--- config.mk ---
export PLATFORM = sky130hd
export DESIGN_NAME = icache_ctrl
export DESIGN_NICKNAME = d
export VERILOG_FILES = /design/src/rtl/thor_fetch_pkg.sv /design/src/rtl/icache_ctrl.sv
export SDC_FILE = /design/constraint.sdc
export NUM_CORES = 2
export LEC_CHECK = 0
export BUFFER_PORTS_ARGS = -buffer_cell sky130_fd_sc_hd__clkbuf_2
export CAP_MARGIN = 10
export CORE_MARGIN = 10
export CORE_UTILIZATION = 45
export CTS_CLUSTER_DIAMETER = 100
export DETAILED_ROUTE_END_ITERATION = 10
export PLACE_DENSITY = 0.69
export REMOVE_ABC_BUFFERS = 1
export SETUP_SLACK_MARGIN = 0.1
export SLEW_MARGIN = 40
export SYNTH_ARGS = -nofsm -noshare
export SYNTH_HDL_FRONTEND = slang
export SYNTH_SLANG_ARGS = --single-unit
--- constraint.sdc ---
create_clock -name clk -period 7.1 [get_ports clk]
set_input_delay 0.355 -clock clk [delete_from_list [all_inputs] [get_ports clk]]
set_output_delay 0.355 -clock clk [all_outputs]
set_load 0.005 [all_outputs]
--- src/rtl/thor_fetch_pkg.sv ---
// shared widths, source id type and cache line geometry for the fetch path
`default_nettype none

package thor_fetch_pkg;

  // ==========================================================
  // widths
  // ==========================================================
  localparam int abw       = 32;    // byte address width
  localparam int word_bits = 32;    // memory and fill word
  localparam int insn_bits = 128;   // fetch window

  // ==========================================================
  // line geometry
  // ==========================================================
  localparam int line_bytes     = 16;                      // bytes per cache line
  localparam int words_per_line = 4;                       // fill words per line
  localparam int off_bits       = $clog2(line_bytes);      // byte offset, pc[3:0]
  localparam int wsel_bits      = $clog2(words_per_line);  // word slot in a line
  localparam int line_bits      = line_bytes * 8;          // one line as a bit vector

  // which requester a memory request and its response belong to
  typedef enum logic {
    src_ifill = 1'b0,  // icache line fill
    src_dport = 1'b1   // external data port
  } src_t;

endpackage

`default_nettype wire

--- src/rtl/icache_ctrl.sv ---
// icache control, tag and valid store, hit check over line and line+1
// and the miss sequencer that fills a line four words at a time
`timescale 1ns/1ps
`default_nettype none

module icache_ctrl #(
  parameter  int line_count = 64,
  localparam int idx_bits   = $clog2(line_count),
  localparam int la_bits    = thor_fetch_pkg::abw - thor_fetch_pkg::off_bits,
  localparam int tag_bits   = la_bits - idx_bits
) (
  input  logic                                 clk,
  input  logic                                 rst_n,
  input  logic                                 fetch_req,
  input  logic [thor_fetch_pkg::abw-1:0]       pc,
  output logic                                 fetch_valid,
  output logic                                 fill_req,
  output logic [thor_fetch_pkg::abw-1:0]       fill_addr,
  input  logic                                 fill_ready,
  input  logic                                 fill_rvalid,
  input  logic [thor_fetch_pkg::word_bits-1:0] fill_rdata,
  output logic                                 wce,
  output logic                                 wr,
  output logic [thor_fetch_pkg::abw-1:0]       wa,
  output logic [thor_fetch_pkg::word_bits-1:0] wd
);

  localparam int ob = thor_fetch_pkg::off_bits;
  localparam int ws = thor_fetch_pkg::wsel_bits;

  typedef enum logic {st_idle, st_fill} state_t;

  state_t                state;
  logic [line_count-1:0] valid_q;                 // one per line
  logic [tag_bits-1:0]   tags [line_count];       // upper line address bits
  logic [la_bits-1:0]    line0;                   // line address of pc
  logic [la_bits-1:0]    line1;                   // next line, tag carries on wrap
  logic                  hit0;
  logic                  hit1;
  logic [la_bits-1:0]    fill_line;               // line being filled
  logic [ws:0]           issue_cnt;               // word reads accepted, 0..4
  logic [ws-1:0]         recv_cnt;                // words written back

  assign line0 = pc[thor_fetch_pkg::abw-1:ob];
  assign line1 = line0 + la_bits'(1);

  assign hit0 = valid_q[line0[idx_bits-1:0]] &&
                (tags[line0[idx_bits-1:0]] == line0[la_bits-1:idx_bits]);
  assign hit1 = valid_q[line1[idx_bits-1:0]] &&
                (tags[line1[idx_bits-1:0]] == line1[la_bits-1:idx_bits]);

  // ==========================================================
  // fill port and cache write side
  // ==========================================================
  assign fill_req  = (state == st_fill) && !issue_cnt[ws];           // until four accepted
  assign fill_addr = {fill_line, issue_cnt[ws-1:0], 2'b00};          // held while not ready
  assign wce       = fill_rvalid;                                    // one word per response
  assign wr        = (state == st_fill);
  assign wa        = {fill_line, recv_cnt, 2'b00};
  assign wd        = fill_rdata;

  // ==========================================================
  // sequencer
  // ==========================================================
  always_ff @(posedge clk) begin
    if (!rst_n) begin
      state       <= st_idle;
      valid_q     <= '0;
      issue_cnt   <= '0;
      recv_cnt    <= '0;
      fetch_valid <= 1'b0;
    end else begin
      fetch_valid <= 1'b0;
      case (state)
        st_idle: begin
          if (fetch_req && hit0 && hit1) begin
            fetch_valid <= 1'b1;                  // banks read pc this cycle
          end else if (fetch_req) begin
            state     <= st_fill;                 // line at pc goes first
            issue_cnt <= '0;
            recv_cnt  <= '0;
          end
        end
        st_fill: begin
          if (fill_req && fill_ready) begin
            issue_cnt <= issue_cnt + 1'b1;
          end
          if (fill_rvalid) begin
            recv_cnt <= recv_cnt + 1'b1;
            if (recv_cnt == ws'(thor_fetch_pkg::words_per_line - 1)) begin
              valid_q[fill_line[idx_bits-1:0]] <= 1'b1;
              state                            <= st_idle;  // recheck since line+1 may miss
            end
          end
        end
        default: state <= st_idle;
      endcase
    end
  end

  // fill line choice and tag write
  always_ff @(posedge clk) begin
    if (state == st_idle && fetch_req) begin
      fill_line <= hit0 ? line1 : line0;
    end
    if (state == st_fill && fill_rvalid &&
        recv_cnt == ws'(thor_fetch_pkg::words_per_line - 1)) begin
      tags[fill_line[idx_bits-1:0]] <= fill_line[la_bits-1:idx_bits];
    end
  end

endmodule

`default_nettype wire

After elaboration in Yosys (flattened, before gate mapping)
Memories as Yosys holds them, arrays and structs flattened.
Cells that the tools add are included.
{"block": "classes", "add_sub_neg": 3, "magnitude_cmp": 4, "eq_ne": 7, "n_mux": 23, "bitwise": 3, "n_reduce_logical": 15}
{"op": "$or A64 B64 Y64", "n": 1}
{"op": "$eq A22 B22 Y1", "n": 2}
{"op": "$add A28 B1 Y28 const B", "n": 1}
{"op": "$mux W28", "n": 1}
{"op": "$lt A6 B7 Y1 const B", "n": 3}
{"op": "$bmux W1 S6", "n": 2}
{"op": "$logic_and A1 B1 Y1", "n": 10}
{"op": "$mux W1", "n": 10}
{"op": "$mux W3", "n": 3}
{"op": "$reduce_and A3 Y1", "n": 3}
{"op": "$demux W1 S6", "n": 1}
{"op": "$ge A6 B1 Y1 const B", "n": 1}
{"op": "$mux W2", "n": 3}
{"op": "$ne A2 B2 Y1 const B", "n": 3}
{"op": "$pmux W3 S2", "n": 1}
{"op": "$pmux W2 S2", "n": 1}
{"op": "$add A3 B1 Y3 const B", "n": 1}
{"op": "$add A2 B1 Y2 const B", "n": 1}
{"op": "$eq A2 B2 Y1 const B", "n": 1}
{"op": "$ne A2 B1 Y1 const B", "n": 1}
{"op": "$not A1 Y1", "n": 2}
{"op": "$pmux W1 S2", "n": 1}
{"op": "$reduce_or A2 Y1", "n": 1}
{"op": "$logic_not A1 Y1", "n": 1}
{"block": "totals", "reg_bits": 99, "ram_bits": 1408, "output_inout_bits": 100, "memories": 1}
{"name": "tags", "words": 64, "width": 22, "read_ports": 2, "rd_ports_with_merged_regs": 0, "wr": 1, "line": "icache_ctrl.sv:35", "text": "logic [tag_bits-1:0] tags [line_count];"}

Depth between registers and ports, before layout
{"block": "depth", "ltp_word": 7, "mapped_depth": 20, "depth_no_buf": 12}

Worst setup path before layout
OpenSTA, ideal clock, no wires.
{"block": "synth_timing", "path_kind": "input-to-reg", "start": "in pc[5] (netlist bit)", "end": "reg fill_line[21] (data pin)", "t_arrival_ns": 3.585, "path_slack_ns": 3.249, "stages": 17, "n_path_buf": 7, "cell_sequence": "buf_2 -> buf_4 -> buf_2 -> buf_2 -> buf_1 -> mux4_2 -> a31oi_1 -> nand4_1 -> xor2_1 -> a211oi_1 -> o221ai_1 -> nor4_2 -> and3_1 -> buf_6 -> buf_8 -> nand2_2 -> xnor2_2"}
{"block": "synth_between", "elab_chain_len": 4, "word_cells_on_any_way": 7}
{"item": "start, declared", "line": "icache_ctrl.sv:15", "text": "input logic [thor_fetch_pkg::abw-1:0] pc,"}
{"item": "$mem_v2 Z64 W22 or $bmux W1 S6 (tied branches)"}
{"item": "$eq A22 B22 Y1 or $mux W1 (tied branches)", "line": "icache_ctrl.sv:48, icache_ctrl.sv:47"}
{"item": "$logic_and A1 B1 Y1", "line": "icache_ctrl.sv:47", "text": "assign hit0 = valid_q[line0[idx_bits-1:0]] &&"}
{"item": "$mux W28 (*)", "line": "icache_ctrl.sv:104", "text": "fill_line <= hit0 ? line1 : line0;"}
{"item": "end signal, assigned", "line": "icache_ctrl.sv:104"}
{"item": "end, declared", "line": "icache_ctrl.sv:40", "text": "logic [la_bits-1:0] fill_line;"}
Every way passes the cells marked *; elsewhere a longest branch is shown, timed or not. The select of a mux whose other input is x is not followed.
A chain may end at the register's enable or synchronous reset.

Final worst setup path
{"block": "layout_timing", "start": "in pc[7] (netlist bit)", "end": "reg recv_cnt[0]"}
{"block": "layout_between", "elab_chain_len": 7, "word_cells_on_any_way": 14}
{"item": "$add A28 B1 Y28, or another cell as far along", "line": "icache_ctrl.sv:45", "text": "assign line1 = line0 + la_bits'(1);"}
{"item": "$mem_v2 Z64 W22, or another cell as far along"}
{"item": "$eq A22 B22 Y1, or another cell as far along", "line": "icache_ctrl.sv:50", "text": "(tags[line1[idx_bits-1:0]] == line1[la_bits-1:idx_bits]);"}
{"item": "$logic_and A1 B1 Y1, on equally long branches", "line": "icache_ctrl.sv:49, icache_ctrl.sv:76"}
{"item": "$logic_and A1 B1 Y1 (*)", "line": "icache_ctrl.sv:76", "text": "if (fetch_req && hit0 && hit1) begin"}
{"item": "$ne A2 B2 Y1 (no source line) (*)"}
{"item": "$reduce_and A3 Y1 (no source line) (*)"}
{"item": "end signal, assigned", "line": "icache_ctrl.sv:89", "text": "recv_cnt <= recv_cnt + 1'b1;"}
{"item": "end, declared", "line": "icache_ctrl.sv:42", "text": "logic [ws-1:0] recv_cnt;"}
Marked as above.

==> metrics <==
hold_sp pc[26]; RSZ-0062 raised after global routing no; share of cells above drive strength 1 30.5%; drt initial violations approximately 8,500; H-tree depth 4; Main synth FF type edfxtp_1; CP Depth 13; R2R cell count 13; PwrDens 247 nW/um^2; commonest cells after routing, fill and taps aside edfxtp_1 (1,436), mux4_2 (668), nand2_1 (343); Seq/Total Area, Yosys 61.2%; Multi-input gate area 26,500 um^2; Final period util 77.5%; die area about 180,000 um^2; Worst Setup SP pc[7]; Num CTS Buffers roughly 150; drc violations 0; Rel. slew slack 33.4%; Area growth, synth to finish 12.7%; asr flop ratio synth 0%; FF+latch area roughly 45,000 um^2; Bufs and invs on worst path 2; Peak Freq 182 MHz; clock buffer depth 3; combinational share of power 11.3%; core box area between 150,000 and 200,000 um^2; leak pwr 26.5 nW; Cell Int Power 15.2 mW; routability cong. 1.03; routed vias 46,482; Final Slew Violations 0; syn avg cell area approximately 17 um^2; Global Route Usage Sum 27.6%; Flop pwr share 48.2%; R2R Setup Slk 2.39 ns; later-pin clock latency in the skew report slightly above 0.8 ns; vias per cell 6.96; Post-Syn Instances 4,271; Antenna Nets Post-Route 0; largest net degree at the start of global routing ~110; worst min path class input pin to flop; Worst path max stage delay 0.74 ns; CP cell instances buf_4 > nand2_1 > o21a_1 > o21ai_2 > a21oi_1 > nor3_1 > nor2_1 > or4_1 > nor4b_1 > and4_1 > nand2_1 > a41oi_1 > dlygate4sd3_1; EDFF count, synth between 1,000 and 1,500; Worst setup SP type input pin; Hold Crit Depth 2; post-CTS setup buffers 0; Vert. Die Dim 422 um; placed insts 6,375; fin crit period 5.50 ns; Synthesis Warnings 0; status complete, no violations; per-cell routed wire length 37.9 um; starting density of the core 45.3%; initial antenna violation count 29; TritonRoute pass-1 iters 8; CTS resizes 0; IO Pins 169; final clock skew 0.0268 ns; DIE WIDTH between 400 and 500 um; PortBufs 96; final hold vios 0; Layout Nets 4,456; maximum vdd drop ~0.27 mV; worst setup margin 1.60 ns; vias in the first global route 44,335; clk slew on worst S/H paths 0.07 ns; Slowest cell on crit path o21ai_2; detailed placement HPWL 162,000 um; site row count 147; Mapped Area 72,700 um^2; FF-to-FF Start tags[39][20]$_DFFE_PP_; worst slew pin tran 0.999 ns; first-pass GRT wire length 350,000 um; fillers between 10,000 and 15,000; Yosys reg bits between 1,500 and 2,000; post-layout power between 20 and 25 mW; setup TNS 0 ns; Switch Pwr approximately 5 mW; Setup WS pre-CTS 1.62 ns; max cap viols 0; Sinks on Clock Net 1,507; CTS Root Cell clkbuf_16; Clock Power Share ~41%; commonest non-fill, non-tap cell in the layout edfxtp_1; critical path class input pin to flop; WP data required roughly 7.9 ns; Crit path top cell by count nand2_1; CP Max Fanout 32; CP Capture Type flop; final-report setup violation count 0; Congestion Overflow GR 0; Crit path max-delay family simple AND/OR/NAND/NOR gates; Synth cell types 86; crit path DAT 6.26 ns; Final Non-Filler Cells 6,683; CTS tree done; Net Sw Frac 24.7%; Routed WL 253,000 um
[power groups by stage]
| stage | registers [mW] | logic (mW) | clock network [mW] |
|---|---|---|---|
| after detailed placement | 9.95 | 2.20 | 0 |
| after global placement | 9.96 | 2.16 | 0 |
| after CTS | 9.76 | 2.22 | 8.24 |
| final | 9.76 | 2.28 | 8.19 |
| after floorplan | 10.0 | 1.38 | 0 |
| after global routing | 9.76 | 2.35 | 8.60 |
[sequential cells by signal, summed over array words and instances (netlist names)]
signal and cells:
tags 1408, valid_q 64, fill_line 28, issue_cnt 3
recv_cnt 2, fetch_valid 1, wr 1
[path summary, 6_finish.rpt]
check / endpoint
hold reg to reg: valid_q[31]$_SDFFE_PN0P_
setup / recovery: recv_cnt[0]$_SDFFE_PN0P_
hold / removal: fill_line[22]$_DFFE_PP_
setup reg to reg: recv_cnt[0]$_SDFFE_PN0P_
[synth_stat cells, types with 7 or more instances]
cell type	count	area, um^2
clkbuf_1	75	282
mux2_2	20	225
inv_1	8	30.0
edfxtp_1	1436	43100
nor3_1	32	160
o21ai_0	29	145
mux2i_1	269	2690
nand4_1	55	344
mux4_2	668	15000
a2111oi_0	9	78.8
buf_1	41	154
nor4_1	14	87.6
nor2b_1	18	113
a32oi_1	20	175
and2_1	16	100
o31ai_1	8	60.1
buf_6	32	360
o211ai_1	13	97.6
xor2_1	27	236
or3_1	12	75.1
a221oi_1	20	175
a22oi_1	71	533
buf_2	131	656
dfxtp_1	71	1420
o22a_1	8	70.1
o221ai_1	13	114
buf_4	99	743
nand3_1	123	616
xnor2_1	60	526
nor2_1	249	935
a21oi_1	55	275
a211oi_1	13	97.6
or2_2	8	50.1
o22ai_1	33	206
buf_8	7	105
nand2_1	343	1290
a31oi_1	22	138
nand2_2	9	56.3
and3_1	21	131
[final cells by class]
type / count / area share (%)
diodes: 14 / 0.0427
clock buffers: 198 / 5.09
clock inverters: 82 / 1.04
inverters: 10 / 0.0519
multi-input cells: 2371 / 32.4
flip-flops and latches: 1507 / 54.3
well taps: 2160 / 3.30
repair buffers: 341 / 3.76
[logic make-up (layout without fill, tap and decap cells)]
group | after synthesis | after routing | synth area share, %
and+or+nand+nor | 941 | 941 | 5.90
xor gates and xnor gates | 92 | 92 | 1.17
DFF | 1507 | 1507 | 61.2
buffers and inverters | 396 | 631 | 3.22
AOI/OAI and AO/OA | 374 | 374 | 3.71
muxes | 957 | 957 | 24.7
adders and majority gates | 3 | 3 | 0.0516
other | 1 | 18 | 0.00516
[metal layers]
layer	wire, um	share of wire (%)	vias to the layer above	global-route usage (%)
li1	-	-	17781	-
met1	88000	35	23987	35.6
met2	111000	44	3932	40.2
met3	35700	14	766	9.36
met4	18700	7.4	16	17.2
met5	148	0.058	-	0.0806
[timing repair]
| action | CTS | global route |
|---|---|---|
| endpoints found under the hold margin | 13 | 0 |
| hold buffers | 11 | 0 |
| endpoints found under the setup margin | 0 | 0 |
[worst register-to-register path, cell delays in order, from the launching register on]
cell and delay, ns:
edfxtp_1 0.39, mux4_2 0.50, mux4_2 0.53, nand2_1 0.10
nand3_1 0.30, o31ai_1 0.26, xor2_1 0.33, o221ai_1 0.31
nor4_2 0.44, and3_1 0.24, buf_4 0.27, nand2_1 0.20
a41oi_1 0.24, dlygate4sd3_1 0.57
[metrics by stage]
stage | utilization [%] | instance area [um^2] | hold slack [ns]
after floorplan | - | 70400 | 0.452
after global placement | 47.2 | 75800 | 0.463
after detailed placement | 47.8 | 76700 | 0.480
after CTS | 51.0 | 81900 | 0.00186
after global routing | 51.0 | 82000 | 0.0294
final | 51.1 | 82000 | 0.0361
(Power assumes the default switching activity.)
