### config.mk
export PLATFORM = sky130hd
export DESIGN_NAME = mem_arbiter
export DESIGN_NICKNAME = d
export VERILOG_FILES = /design/src/rtl/thor_fetch_pkg.sv /design/src/rtl/mem_arbiter.sv
export SDC_FILE = /design/constraint.sdc
export NUM_CORES = 1
export LEC_CHECK = 0
export BUFFER_PORTS_ARGS = -buffer_cell sky130_fd_sc_hd__buf_2
export CELL_PAD_IN_SITES_DETAIL_PLACEMENT = 1
export CELL_PAD_IN_SITES_GLOBAL_PLACEMENT = 1
export CORE_AREA = 2 2 104 106
export DETAILED_ROUTE_END_ITERATION = 10
export DIE_AREA = 0 0 106 108
export HOLD_SLACK_MARGIN = 0.02
export PLACE_DENSITY_LB_ADDON = 0.3
export SLEW_MARGIN = 10
export SYNTH_ARGS = -nofsm -noshare
export SYNTH_HDL_FRONTEND = slang
export SYNTH_SLANG_ARGS = --single-unit
### constraint.sdc
create_clock -name clk -period 4.6 [get_ports clk]
set_input_delay 0.69 -clock clk [delete_from_list [all_inputs] [get_ports clk]]
set_output_delay 0.69 -clock clk [all_outputs]
set_load 0.1 [all_outputs]
### src/rtl/thor_fetch_pkg.sv
// shared widths, source id type and cache line geometry for the fetch path
`default_nettype none

package thor_fetch_pkg;

  // ==========================================================
  // widths
  // ==========================================================
  localparam int abw       = 32;    // byte address width
  localparam int word_bits = 32;    // memory and fill word
  localparam int insn_bits = 128;   // fetch window

  // ==========================================================
  // line geometry
  // ==========================================================
  localparam int line_bytes     = 16;                      // bytes per cache line
  localparam int words_per_line = 4;                       // fill words per line
  localparam int off_bits       = $clog2(line_bytes);      // byte offset, pc[3:0]
  localparam int wsel_bits      = $clog2(words_per_line);  // word slot in a line
  localparam int line_bits      = line_bytes * 8;          // one line as a bit vector

  // which requester a memory request and its response belong to
  typedef enum logic {
    src_ifill = 1'b0,  // icache line fill
    src_dport = 1'b1   // external data port
  } src_t;

endpackage

`default_nettype wire

### src/rtl/mem_arbiter.sv
// round robin arbiter for the fill and data ports in front of main_mem
// credit counter for the request queue and response routing by source id
`timescale 1ns/1ps
`default_nettype none

module mem_arbiter #(
  parameter  int mem_queue_depth = 4,
  localparam int ccw             = $clog2(mem_queue_depth + 1)
) (
  input  logic                                 clk,
  input  logic                                 rst_n,
  input  logic                                 fill_req,
  input  logic [thor_fetch_pkg::abw-1:0]       fill_addr,
  output logic                                 fill_ready,
  output logic                                 fill_rvalid,
  output logic [thor_fetch_pkg::word_bits-1:0] fill_rdata,
  input  logic                                 dport_req,
  input  logic                                 dport_we,
  input  logic [thor_fetch_pkg::abw-1:0]       dport_addr,
  input  logic [thor_fetch_pkg::word_bits-1:0] dport_wdata,
  output logic                                 dport_ready,
  output logic                                 dport_rvalid,
  output logic [thor_fetch_pkg::word_bits-1:0] dport_rdata,
  output logic                                 mem_req,
  output logic                                 mem_we,
  output logic [thor_fetch_pkg::abw-1:0]       mem_addr,
  output logic [thor_fetch_pkg::word_bits-1:0] mem_wdata,
  output thor_fetch_pkg::src_t                 mem_src,
  input  logic                                 mem_credit,
  input  logic                                 mem_rvalid,
  input  logic [thor_fetch_pkg::word_bits-1:0] mem_rdata,
  input  thor_fetch_pkg::src_t                 mem_rsrc
);

  logic [ccw-1:0] credits;       // free queue slots in main_mem
  logic           has_credit;
  logic           prio_dport;    // data port wins the next tie
  logic           gnt_fill;
  logic           gnt_dport;

  // ==========================================================
  // grant
  // ==========================================================
  assign has_credit  = (credits != '0);
  assign fill_ready  = has_credit && !(dport_req && prio_dport);  // not from own req
  assign dport_ready = has_credit && !(fill_req && !prio_dport);
  assign gnt_fill    = fill_req && fill_ready;
  assign gnt_dport   = dport_req && dport_ready;

  assign mem_req   = gnt_fill || gnt_dport;
  assign mem_we    = gnt_dport && dport_we;                       // fills only read
  assign mem_addr  = gnt_dport ? dport_addr : fill_addr;
  assign mem_wdata = dport_wdata;
  assign mem_src   = gnt_dport ? thor_fetch_pkg::src_dport : thor_fetch_pkg::src_ifill;

  always_ff @(posedge clk) begin
    if (!rst_n) begin
      credits    <= ccw'(mem_queue_depth);
      prio_dport <= 1'b0;                     // fill port first after reset
    end else begin
      if (mem_req) begin
        prio_dport <= gnt_fill;               // the other side next time
      end
      case ({mem_req, mem_credit})
        2'b10:   credits <= credits - 1'b1;
        2'b01:   credits <= credits + 1'b1;
        default: credits <= credits;          // both or neither
      endcase
    end
  end

  // responses are never stalled
  assign fill_rvalid  = mem_rvalid && (mem_rsrc == thor_fetch_pkg::src_ifill);
  assign dport_rvalid = mem_rvalid && (mem_rsrc == thor_fetch_pkg::src_dport);
  assign fill_rdata   = mem_rdata;
  assign dport_rdata  = mem_rdata;

endmodule

`default_nettype wire

* Yosys cells after proc, flatten, opt, wreduce, memory -nomap -nowiden
Cells that the tools add are included.
Storage, ports and cells: output and inout bits 135, word-level logic and storage cells 25, flip-flop bits (word level) 4, bits of input ports 136
Operators by class: muxes and demuxes 3, reduce and logical (&&, ||, !) cells 15, bitwise logic cells 1, $add $sub $neg 2, eq/ne operators 2
Operators by type and width (number):
- 2-to-1 mux 32 bit | 1
- logical AND 1 bit | 9
- case mux 3 bit (2 select lines) | 1
- adder 3 x 1 -> 3 bit (second input constant) | 1
- logical NOT 1 bit | 3
- nonzero test 3 bit | 1
- subtractor 3 x 1 -> 3 bit (second input constant) | 1
- equality test 2 x 1 -> 1 bit (second input constant) | 1
- equality test 2 bit (second input constant) | 1
- nonzero test 2 bit | 1
- logical OR 1 bit | 1
- 2-to-1 mux 1 bit | 1
- inverter 1 bit | 1

* Logic depth before layout (Yosys ltp)
Gate-level depths: netlist (run 1).
depth in word-level cells 8, mapped depth 8, depth with buffers taken out 8

* Worst setup path before layout (run 1)
OpenSTA, ideal clock, no wires.
kind input -> output, start point input port fill_req, end point output port mem_we, stages on the path 4, setup slack 1.460 ns, required time 3.910 ns, buffers on the path 1, data arrival time 2.450 ns, cell sequence or2b_2 > nand3_4 > buf_12 > nor2_1
On the way: cells in the longest elaborated chain, start to end 5
RTL lines:
- start: declaration | line mem_arbiter.sv:12 | input logic fill_req,
- logical AND 1 bit | line mem_arbiter.sv:46 | assign dport_ready = has_credit && !(fill_req && !prio_dport);
- logical NOT 1 bit | line mem_arbiter.sv:46
- logical AND 1 bit | line mem_arbiter.sv:46
- logical AND 1 bit | line mem_arbiter.sv:48 | assign gnt_dport = dport_req && dport_ready;
- logical AND 1 bit | line mem_arbiter.sv:51 | assign mem_we = gnt_dport && dport_we;
- end: declaration | line mem_arbiter.sv:25 | output logic mem_we,
No other way between the ends.

* Worst setup path after layout (run 1)
start point input port fill_req, end point output port mem_addr[11] (netlist name)
On the way: cells in the longest elaborated chain, start to end 5
RTL lines:
- logical AND 1 bit | line mem_arbiter.sv:46
- logical NOT 1 bit | line mem_arbiter.sv:46
- logical AND 1 bit | line mem_arbiter.sv:46
- logical AND 1 bit | line mem_arbiter.sv:48
- 2-to-1 mux 32 bit | line mem_arbiter.sv:52 | assign mem_addr = gnt_dport ? dport_addr : fill_addr;
- end: declaration | line mem_arbiter.sv:26 | output logic [thor_fetch_pkg::abw-1:0] mem_addr,
No other way between the ends.

==> qor.csv, run 1 <==
stage,metric,value,unit
outcome,outcome,completed,
clock_network,clk_pin_slew_worst_paths,30,ps
sta,rsz_0062_raised_after_global_routing,no,
route,final_antenna_net_count,0,
clock_network,cts_tree,yes,
route,vias_per_cell,3.28,
place,total_of_buffers_placed_on_input_and_output_ports,110,
power_and_ir_drop,comb_power_share,0.834,
final_layout,layout.cells.most_common,sky130_fd_sc_hd__buf_2,
power_and_ir_drop,cellInternalPower,0.274,mW
yosys,synth.yosys.warnings,0,
sta,setup_tns,0,ps
final_layout,most_used_cells_in_the_layout_excluding_fill_and_tap_cells,"110 x sky130_fd_sc_hd__buf_2, 28 x sky130_fd_sc_hd__mux2_4, 4 x sky130_fd_sc_hd__inv_1, 4 x sky130_fd_sc_hd__mux2_2, 4 x sky130_fd_sc_hd__dfxtp_1",
route,via_count,1028,
worst_setup_path,worst-path-max-fanout,34,
floorplanning,ios,271,
sta,final_setup_viols,0,
floorplanning,core,10200,um^2
grt,grtUsageTotal,0.0589,
yosys,yosys_register_bits,4,
sta,max-slew-margin-rel,0.566,
sta,max_freq,0.332,GHz
floorplanning,die_h,108,um
clock_network,clock_tree.htree_level_count,1,
yosys,postSynthCellCount,163,
power_and_ir_drop,switchingPower,0.550,mW
clock_network,clock_insertion_delay_worst_skew,220,ps
yosys,synthDominantCellAreaShare,0.473,
sta,finClkSkew,2.65,ps
sta,min_period,3010,ps
power_and_ir_drop,p_sw_frac,0.668,
route,routedWlPerCell,11.9,um
sta,timing.final.crit_share,0.655,
hold_path,hp-class,register to register,
route,drt_iter0_markers,38,
place,dpl-instance-area,1470,um^2
floorplanning,die-area,11400,um^2
power_and_ir_drop,power.share.sequential,0.076,
worst_setup_path,cp_data_required_time,3910,ps
sta,worst_slew_pin_slew,650,ps
grt,grt_first_pass_wirelength,5310,um
yosys,post_syn_nets,301,
place,place_ws,1580,ps
power_and_ir_drop,clkPwrFrac,0.090,
floorplanning,rows,37,
clock_network,cts_repair_resize_count,0,
route,wl,3710,um
final_layout,num-fill-cells,1241,
power_and_ir_drop,total_leakage_power,0.843,nW
yosys,post-synth-top-area-cell,sky130_fd_sc_hd__buf_4,
yosys,synthDistinctLibCells,24,
clock_network,clock_tree.root_cell,sky130_fd_sc_hd__clkbuf_8,
run,maxCapViolations,0,
worst_setup_path,crit_path_end_kind,primary output,
worst_setup_path,startpoint_to_endpoint_class_of_the_critical_path,input port to primary output,
worst_setup_path,critical_path_at,2320,ps
grt,grt_pass1_vias,1026,
floorplanning,initial_core_util,0.149,
floorplanning,die_x,106,um
grt,antenna_found_initial,0,
route,drt_first_pass_iters,4,
final_layout,num-nets-final,317,
sta,fin_ws,1590,ps
worst_setup_path,category_of_the_worst_setup_path_launch_point,input port,
final_layout,post_route_cells_drive_above_1_share,0.847,
route,post-route-drc-count,0,
yosys,syn_avg_cell_area,9.36,um^2
sta,whs,514,ps
final_layout,fin_area,1510,um^2
sta,finalHoldViolCount,0,
clock_network,cts-buffers-inserted,3,
place,gpl.final_weighted_congestion,0.643,
power_and_ir_drop,power_per_cell_area,547,nW/um^2
final_layout,number_of_antenna_cells_inserted,0,
clock_network,clk_buf_depth,2,
yosys,syn_area,1530,um^2
place,hpwl,3300,um
grt,grt_max_degree,35,
worst_setup_path,timing.reg2reg.setup_slack,2260,ps
yosys,synth_top_cells_by_area,"sky130_fd_sc_hd__buf_4 47%, sky130_fd_sc_hd__mux2_4 28%, sky130_fd_sc_hd__dfxtp_1 5.3%",
clock_network,cts_setup_buffers,0,
clock_network,clkSinkCount,4,
grt,grt_overflow_total,0,
clock_network,cts-hold-fix-buffers,0,
sta,final-max-slew-violation-count,0,
power_and_ir_drop,ir_worst_vdd,0.174,mV
yosys,seq_area_frac_synth,0.0525,
final_layout,layout-area-overhead-vs-synth,-1.23,%
[sequential cells by signal, summed over array words and instances (netlist names)]
signal,count
credits,3
prio_dport,1
[metal layers]
metal	track usage	vias to the layer above	wire length [um]
met1	0.0564	442	1250
met5	0	-	0
met4	0.0207	0	34
met2	0.0954	120	1710
met3	0.0476	8	721
li1	-	458	-
[power by group through the flow]
stage               sequential, mW  combinational [mW]  clock (mW)
CTS                         0.0634               0.694      0.0763
finish                      0.0626               0.687      0.0739
global placement            0.0636               0.689           0
detailed placement          0.0639               0.693           0
floorplan                   0.0600                1.01           0
global route                0.0656               0.713      0.0810
[worst paths after layout]
path | startpoint | endpoint | cells after the start
hold reg to reg | credits[2] | credits[2] | 2
setup reg to reg | credits[1] | credits[2] | 8
setup / recovery | fill_req | mem_addr[11] | 5
hold / removal | credits[2] | credits[2] | 2
[per-stage QoR]
step	power, mW	cells	utilization
after floorplan	1.07	163	-
after global routing	0.860	313	0.147
after detailed placement	0.757	310	0.143
after global placement	0.753	310	0.143
final	0.823	313	0.147
after CTS	0.833	313	0.147
[Yosys cell counts]
cell type,n
sky130_fd_sc_hd__buf_4,96
sky130_fd_sc_hd__mux2_4,28
sky130_fd_sc_hd__dfxtp_1,4
sky130_fd_sc_hd__inv_1,4
sky130_fd_sc_hd__mux2_2,4
sky130_fd_sc_hd__buf_12,3
sky130_fd_sc_hd__o21ai_0,3
sky130_fd_sc_hd__a21oi_1,2
sky130_fd_sc_hd__and2_1,2
sky130_fd_sc_hd__nor2_1,2
sky130_fd_sc_hd__nor2b_1,2
sky130_fd_sc_hd__and2_2,1
sky130_fd_sc_hd__fa_1,1
sky130_fd_sc_hd__ha_1,1
sky130_fd_sc_hd__mux2i_1,1
sky130_fd_sc_hd__nand2_1,1
sky130_fd_sc_hd__nand3_1,1
sky130_fd_sc_hd__nand3_4,1
sky130_fd_sc_hd__nor3_1,1
sky130_fd_sc_hd__or2b_2,1
sky130_fd_sc_hd__or3_2,1
sky130_fd_sc_hd__or3_4,1
sky130_fd_sc_hd__xnor2_1,1
sky130_fd_sc_hd__xor2_1,1
[logic make-up (layout without fill, tap and decap cells)]
logic type | count (synthesis) | after routing | synth area share
compound gates | 5 | 5 | 0.0164
simple gates | 14 | 14 | 0.0648
xor+xnor | 2 | 2 | 0.0115
flops | 4 | 4 | 0.0525
fa+ha+maj | 2 | 2 | 0.0213
buf+inv | 103 | 117 | 0.522
mux | 33 | 33 | 0.312
[worst max-delay path, cell delays in order]
cell and delay (ps):
sky130_fd_sc_hd__buf_2 100, sky130_fd_sc_hd__or2b_2 320, sky130_fd_sc_hd__nand3_4 480, sky130_fd_sc_hd__mux2_4 280
sky130_fd_sc_hd__buf_2 420
[cell type report]
class / instances / area [um^2] / area share
multi-input combinational: 56 / 649 / 0.431
timing repair buffer: 110 / 551 / 0.365
tap: 136 / 170 / 0.113
sequential: 4 / 80.1 / 0.0532
clock buffer: 3 / 41.3 / 0.0274
inverter: 4 / 15.0 / 0.00997
No activity file was read; power rests on OpenSTA's default activity.
==> inputs of run 2 (changes only) <==
--- a/config.mk
+++ b/config.mk
@@ -5,12 +5,14 @@
 export SDC_FILE = /design/constraint.sdc
 export NUM_CORES = 1
 export LEC_CHECK = 0
+export ABC_AREA = 1
 export BUFFER_PORTS_ARGS = -buffer_cell sky130_fd_sc_hd__buf_2
 export CELL_PAD_IN_SITES_DETAIL_PLACEMENT = 1
 export CELL_PAD_IN_SITES_GLOBAL_PLACEMENT = 1
-export CORE_AREA = 2 2 104 106
+export CORE_ASPECT_RATIO = 0.9
+export CORE_MARGIN = 2
+export CORE_UTILIZATION = 14
 export DETAILED_ROUTE_END_ITERATION = 10
-export DIE_AREA = 0 0 106 108
 export HOLD_SLACK_MARGIN = 0.02
 export PLACE_DENSITY_LB_ADDON = 0.3
 export SLEW_MARGIN = 10
==> constraint.sdc (replaced) <==
create_clock -name clk -period 2.9 [get_ports clk]
set_input_delay 0.435 -clock clk [delete_from_list [all_inputs] [get_ports clk]]
set_output_delay 0.435 -clock clk [all_outputs]
set_load 0.1 [all_outputs]
==> qor.csv, run 2 <==
stage,metric,value,unit,change
worst_setup_path,worst-path-max-fanout,33,,-2.9%
yosys,synth_top_flop_cell,sky130_fd_sc_hd__dfxtp_1,,
yosys,yosys_register_bits,4,,unchanged
yosys,asyncSetResetFlopFracSynth,0,,unchanged
sta,whs,433,ps,-80.9 ps
grt,antenna_found_initial,0,,unchanged
worst_setup_path,timing.reg2reg.setup_slack,800,ps,-1460 ps
yosys,synth.yosys.warnings,0,,unchanged
yosys,post-synth-top-count-cell,sky130_fd_sc_hd__nand2_1,,
final_layout,finish.utilization,0.154,,+0.00634
route,drt_first_pass_iters,2,,-2
clock_network,cts_setup_buffers,0,,unchanged
sta,rsz_0062_raised_after_global_routing,no,,
final_layout,number_of_antenna_cells_inserted,0,,unchanged
clock_network,cts-buffers-inserted,3,,unchanged
final_layout,post_route_cells_drive_above_1_share,0.476,,-0.371
final_layout,layout-area-overhead-vs-synth,5.72,%,
sta,max_freq,0.419,GHz,
floorplanning,rows,34,,-8.1%
sta,finClkSkew,1.58,ps,-1.08 ps
final_layout,num-fill-cells,1268,,+2.2%
route,wl,4040,um,+8.9%
sta,timing.final.crit_share,0.823,,
final_layout,num-nets-final,392,,+24%
clock_network,clkSinkCount,4,,unchanged
worst_setup_path,critical_register_to_register_path_endpoint,credits[2],,
sta,worst_slew_pin_slew,500,ps,-150 ps
yosys,seq_area_frac_synth,0.0563,,+0.00384
yosys,synthDistinctLibCells,20,,-17%
clock_network,clock_tree.htree_level_count,1,,unchanged
clock_network,cts-hold-fix-buffers,0,,unchanged
run,maxCapViolations,0,,unchanged
grt,grtUsageTotal,0.0694,,+0.0105
yosys,synth_top_cells_by_area,"sky130_fd_sc_hd__buf_4 51%, sky130_fd_sc_hd__nand2_1 27%, sky130_fd_sc_hd__dfxtp_1 5.6%",,
clock_network,clk_pin_slew_worst_paths,30,ps,about the same
clock_network,clock_tree.root_cell,sky130_fd_sc_hd__clkbuf_16,,
yosys,post_syn_nets,378,,+26%
power_and_ir_drop,total_leakage_power,0.951,nW,+13%
route,vias_per_cell,3.47,,+5.5%
worst_setup_path,worst_r2r_path_depth,11,,+3
power_and_ir_drop,ir_worst_vdd,0.300,mV,+72%
yosys,syn_area,1420,um^2,-6.8%
grt,grt_overflow_total,0,,unchanged
worst_setup_path,cp_data_required_time,2470,ps,-1440 ps
worst_setup_path,category_of_the_worst_setup_path_launch_point,register,,
final_layout,largest_register_ffs,3,,unchanged
yosys,synthDominantCellAreaShare,0.507,,+0.0345
clock_network,clock_insertion_delay_worst_skew,220,ps,about the same
route,routedWlPerCell,10.7,um,-9.8%
yosys,post-synth-top-area-cell,sky130_fd_sc_hd__buf_4,,
floorplanning,die_x,110,um,+4.0%
sta,final_setup_viols,0,,unchanged
place,total_of_buffers_placed_on_input_and_output_ports,110,,unchanged
yosys,synth.top_cells.by_count,"103 x sky130_fd_sc_hd__nand2_1, 96 x sky130_fd_sc_hd__buf_4, 10 x sky130_fd_sc_hd__inv_1, 5 x sky130_fd_sc_hd__nor2_1, 4 x sky130_fd_sc_hd__dfxtp_1",,
hold_path,whs_endpoint,credits[2],,
place,place.detailed.instances,375,,+21%
hold_path,hold-path-cell-count,2,,unchanged
floorplanning,ios,271,,unchanged
clock_network,clk_buf_depth,2,,unchanged
place,gpl.final_weighted_congestion,0.695,,+8.2%
hold_path,hp-class,input port to register,,
floorplanning,die_h,99.6,um,-7.8%
final_layout,layout.cells.most_common,sky130_fd_sc_hd__buf_2,,
yosys,syn_avg_cell_area,5.92,um^2,-37%
hold_path,hold_path_startpoint,rst_n,,
sta,setup_tns,0,ps,unchanged
power_and_ir_drop,power.total,1.48,mW,+79%
final_layout,most_used_cells_in_the_layout_excluding_fill_and_tap_cells,"106 x sky130_fd_sc_hd__buf_2, 103 x sky130_fd_sc_hd__nand2_1, 10 x sky130_fd_sc_hd__inv_1, 5 x sky130_fd_sc_hd__nor2_1",,
worst_setup_path,r2r_start,credits[1],,
grt,grt_max_degree,34,,-2.9%
floorplanning,initial_core_util,0.145,,-0.00381
grt,grt_first_pass_wirelength,6110,um,+15%
grt,grt_pass1_vias,1338,,+30%
floorplanning,core,9780,um^2,-4.4%
floorplanning,die-area,11000,um^2,-4.1%
worst_setup_path,critical_path_at,1950,ps,-370 ps
final_layout,finalNonFillerCells,378,,+21%
route,drt_iter0_markers,28,,-26%
sta,max-slew-margin-rel,0.669,,+0.102
sta,final-max-slew-violation-count,0,,unchanged
sta,min_period,2390,ps,
yosys,postSynthCellCount,240,,+47%
route,final_antenna_net_count,0,,unchanged
yosys,synth_enable_flop_cells,0,,unchanged
final_layout,largest_register_by_flop_count,credits,,
worst_setup_path,startpoint_to_endpoint_class_of_the_critical_path,register to primary output,,
place,hpwl,3440,um,+4.2%
power_and_ir_drop,power_per_cell_area,982,nW/um^2,+80%
clock_network,cts_tree,yes,,
worst_setup_path,crit_path_end_kind,primary output,,
route,post-route-drc-count,0,,unchanged
clock_network,cts_repair_resize_count,0,,unchanged
sta,finalHoldViolCount,0,,unchanged
route,via_count,1310,,+27%
outcome,outcome,completed,,
final_layout,largest_registers,"credits (3), prio_dport (1)",,
run 2: cell count changes after synthesis, moves of 4 or more:
cell / delta
sky130_fd_sc_hd__nand2_1: +102
sky130_fd_sc_hd__mux2_4: -28
sky130_fd_sc_hd__inv_1: +6
sky130_fd_sc_hd__mux2_2: -4
run 2: cell families (layout without fill, tap and decap cells):
family | count (synthesis) | after routing | share of synthesized area
AO/OA/AOI/OAI | 3 | 3 | 0.0123
XOR/XNOR | 1 | 1 | 0.00616
flip-flops | 4 | 4 | 0.0563
AND/OR/NAND/NOR | 117 | 117 | 0.330
adder cells (fa/ha/maj) | 2 | 2 | 0.0229
buffers and inverters | 113 | 125 | 0.572
run 2: routing by layer:
metal / track usage / wire length [um]
met5: 0 / 0
met4: 0.0356 / 114
met3: 0.0288 / 532
met2: 0.119 / 1920
met1: 0.0719 / 1480
run 2: report_power, final:
group / switching [mW] / internal (mW)
registers: 0.0188 / 0.0743
clock network: 0.0374 / 0.176
logic: 0.955 / 0.213
run 2: how the worst max path moves through the flow:
| stage | start | to | cells past startpoint | slack (ps) |
|---|---|---|---|---|
| 6_report | credits[0] | mem_addr[16] | 7 | 510 |
| 4_1_cts | credits[0] | mem_addr[16] | 7 | 440 |
| 2_1_floorplan | credits[1] | credits[2] | 11 | 370 |
| 3_3_place_gp | fill_req | mem_addr[16] | 7 | 630 |
| 3_5_place_dp | fill_req | mem_addr[16] | 7 | 610 |
| 5_1_grt | credits[0] | mem_addr[24] | 7 | 310 |
run 2: layout make-up:
cell class	count	area [um^2]	area share
repair buffers	111	618	0.411
multi-input cells	123	528	0.351
well taps	126	158	0.105
flip-flops and latches	4	80.1	0.0533
clock buffers	3	75.1	0.0500
inverters	11	43.8	0.0291
run 2: metrics by stage:
step | setup slack, ps | cell area, um^2
global route | 308 | 1500
detailed placement | 606 | 1430
floorplan | 368 | 1420
global placement | 632 | 1430
finish | 515 | 1500
CTS | 441 | 1500
run 2: critical path: stages, from the launching register on:
cell and delay (ps):
sky130_fd_sc_hd__dfxtp_1 400, sky130_fd_sc_hd__nor2_2 70, sky130_fd_sc_hd__nand2_2 100, sky130_fd_sc_hd__nand3_4 200
sky130_fd_sc_hd__inv_4 340, sky130_fd_sc_hd__nand2_1 80, sky130_fd_sc_hd__nand2_1 90, sky130_fd_sc_hd__buf_2 430
==> inputs of run 3 (changes only) <==
==> constraint.sdc (replaced) <==
create_clock -name clk -period 2.3 [get_ports clk]
set_input_delay 0.345 -clock clk [delete_from_list [all_inputs] [get_ports clk]]
set_output_delay 0.345 -clock clk [all_outputs]
set_load 0.1 [all_outputs]
==> qor.csv, run 3 (same netlist as run 2, synthesis figures left out) <==
stage,metric,value,unit,change
outcome,outcome,completed,,
sta,max_freq,0.477,GHz,
sta,timing.final.crit_share,0.912,,
worst_setup_path,crit_path_top_delay_cell,sky130_fd_sc_hd__dfxtp_1,,
place,gpl.final_weighted_congestion,0.661,,-4.9%
clock_network,cts_repair_resize_count,0,,unchanged
final_layout,largest_register_ffs,3,,unchanged
final_layout,num-nets-final,393,,+0.26%
final_layout,layout.cells.most_common,sky130_fd_sc_hd__nand2_1,,
sta,final-max-slew-violation-count,0,,unchanged
worst_setup_path,category_of_the_worst_setup_path_launch_point,register,,
sta,worst_slew_pin_slew,489,ps,-11.4 ps
clock_network,clock_tree.root_cell,sky130_fd_sc_hd__clkbuf_16,,
floorplanning,core,9780,um^2,unchanged
worst_setup_path,cells_along_the_critical_path,"nor2_2, nand2_2, nand3_4, buf_4, inv_6, nand2_1, nand2_1, buf_12",,
final_layout,fin_area,1970,um^2,+31%
worst_setup_path,critical_path_at,1750,ps,-200 ps
worst_setup_path,worst-path-max-fanout,33,,unchanged
clock_network,cts-hold-fix-buffers,0,,unchanged
clock_network,cts_setup_buffers,0,,unchanged
worst_setup_path,max_stage_delay,400,ps,-30 ps
route,topRoutingLayerUsed,met4,,
route,route.met2.wl,2020,um,+5.6%
floorplanning,die_h,99.6,um,unchanged
worst_setup_path,r2r_start,credits[1],,
route,via_count,1315,,+0.38%
grt,grt_overflow_total,0,,unchanged
route,drt_iter0_markers,28,,unchanged
sta,final_setup_viols,0,,unchanged
place,place.detailed.instances,376,,+0.27%
floorplanning,initial_core_util,0.145,,unchanged
sta,max-slew-margin-rel,0.676,,+0.00752
route,routedWlPerCell,10.9,um,+1.6%
final_layout,largest_register_by_flop_count,credits,,
hold_path,hold_path_startpoint,rst_n,,
floorplanning,rows,34,,unchanged
final_layout,finalNonFillerCells,379,,+0.26%
route,route.met3.wl,651,um,+22%
worst_setup_path,startpoint_to_endpoint_class_of_the_critical_path,register to primary output,,
sta,setup_tns,0,ps,unchanged
clock_network,clkSinkCount,4,,unchanged
route,wl,4120,um,+1.8%
route,vias_per_cell,3.47,,+0.12%
sta,rsz_0062_raised_after_global_routing,no,,
sta,finalHoldViolCount,0,,unchanged
grt,grtUsageTotal,0.0707,,+0.00138
grt,grt_max_degree,34,,unchanged
floorplanning,ios,271,,unchanged
grt,grt_first_pass_wirelength,6180,um,+1.1%
clock_network,clock_tree.htree_level_count,1,,unchanged
worst_setup_path,critPathLaunch,credits[0],,
clock_network,clk_pin_slew_worst_paths,30,ps,about the same
sta,finClkSkew,1.32,ps,-0.257 ps
final_layout,number_of_antenna_cells_inserted,0,,unchanged
power_and_ir_drop,power_per_cell_area,1130,nW/um^2,+15%
run,maxCapViolations,0,,unchanged
sta,min_period,2100,ps,
clock_network,clk_buf_depth,2,,unchanged
clock_network,clock_insertion_delay_worst_skew,220,ps,about the same
final_layout,post_route_cells_drive_above_1_share,0.486,,+0.00998
worst_setup_path,crit_path_end_kind,primary output,,
worst_setup_path,timing.critical_path.mode_cell,sky130_fd_sc_hd__nand2_1,,
route,drt_first_pass_iters,4,,+2
route,wl_met1,1380,um,-7.0%
floorplanning,die-area,11000,um^2,unchanged
power_and_ir_drop,total_leakage_power,1.11,nW,+17%
floorplanning,die_x,110,um,unchanged
clock_network,cts-buffers-inserted,3,,unchanged
final_layout,layout-area-overhead-vs-synth,38.5,%,
grt,antenna_found_initial,0,,unchanged
hold_path,hp-class,input port to register,,
clock_network,cts_tree,yes,,
place,dpl-instance-area,1890,um^2,+32%
route,post-route-drc-count,0,,unchanged
place,total_of_buffers_placed_on_input_and_output_ports,110,,unchanged
grt,grt_pass1_vias,1326,,-0.90%
final_layout,most_used_cells_in_the_layout_excluding_fill_and_tap_cells,"102 x sky130_fd_sc_hd__nand2_1, 76 x sky130_fd_sc_hd__buf_2, 34 x sky130_fd_sc_hd__buf_12, 10 x sky130_fd_sc_hd__inv_1",,
power_and_ir_drop,ir_worst_vdd,0.364,mV,+21%
route,final_antenna_net_count,0,,unchanged
worst_setup_path,cp_data_required_time,1960,ps,-510 ps
place,hpwl,3460,um,+0.73%
final_layout,largest_registers,"credits (3), prio_dport (1)",,
==> run 3: worst max-delay path: cells and delay by family (launching register included) <==
family                 cells  cell delay (ps)
buffers and inverters      3              640
and+or+nand+nor            5              470
DFF                        1              400
==> run 3: area by class of cell <==
| class | count | area [um^2] |
|---|---|---|
| clock buffer | 3 | 75.1 |
| fill | 1227 | 7820 |
| inverter | 11 | 46.3 |
| multi-input combinational | 123 | 533 |
| sequential | 4 | 80.1 |
| tap | 126 | 158 |
| timing repair buffer | 112 | 1080 |
==> run 3: per-layer routing <==
| metal | global-route usage | up-vias |
|---|---|---|
| met4 | 0.0250 | 0 |
| met3 | 0.0413 | 16 |
| met5 | 0 | - |
| li1 | - | 647 |
| met1 | 0.0638 | 555 |
| met2 | 0.130 | 97 |
==> run 3: final timing paths <==
kind / depth (start not counted) / slack [ps] / to
worst max-delay path: 8 / 200 / mem_addr[9]
worst min register to register: 2 / 460 / credits[2]
worst min-delay path: 2 / 350 / credits[2]
worst max register to register: 11 / 280 / credits[2]
==> run 3: metrics by stage <==
step / hold WS, ps / utilization / total power [mW] / worst slack (ps)
2_1_floorplan: 429 / - / 2.11 / 54.4
3_3_place_gp: 442 / 0.193 / 1.96 / 307
3_5_place_dp: 454 / 0.193 / 1.98 / 286
4_1_cts: 353 / 0.201 / 2.26 / 56.7
5_1_grt: 354 / 0.201 / 2.34 / 60.2
6_report: 352 / 0.201 / 2.23 / 202
==> run 3: power by group <==
part / switching [mW] / internal [mW]
Combinational: 1.27 / 0.574
Clock: 0.0497 / 0.222
Sequential: 0.0232 / 0.0936
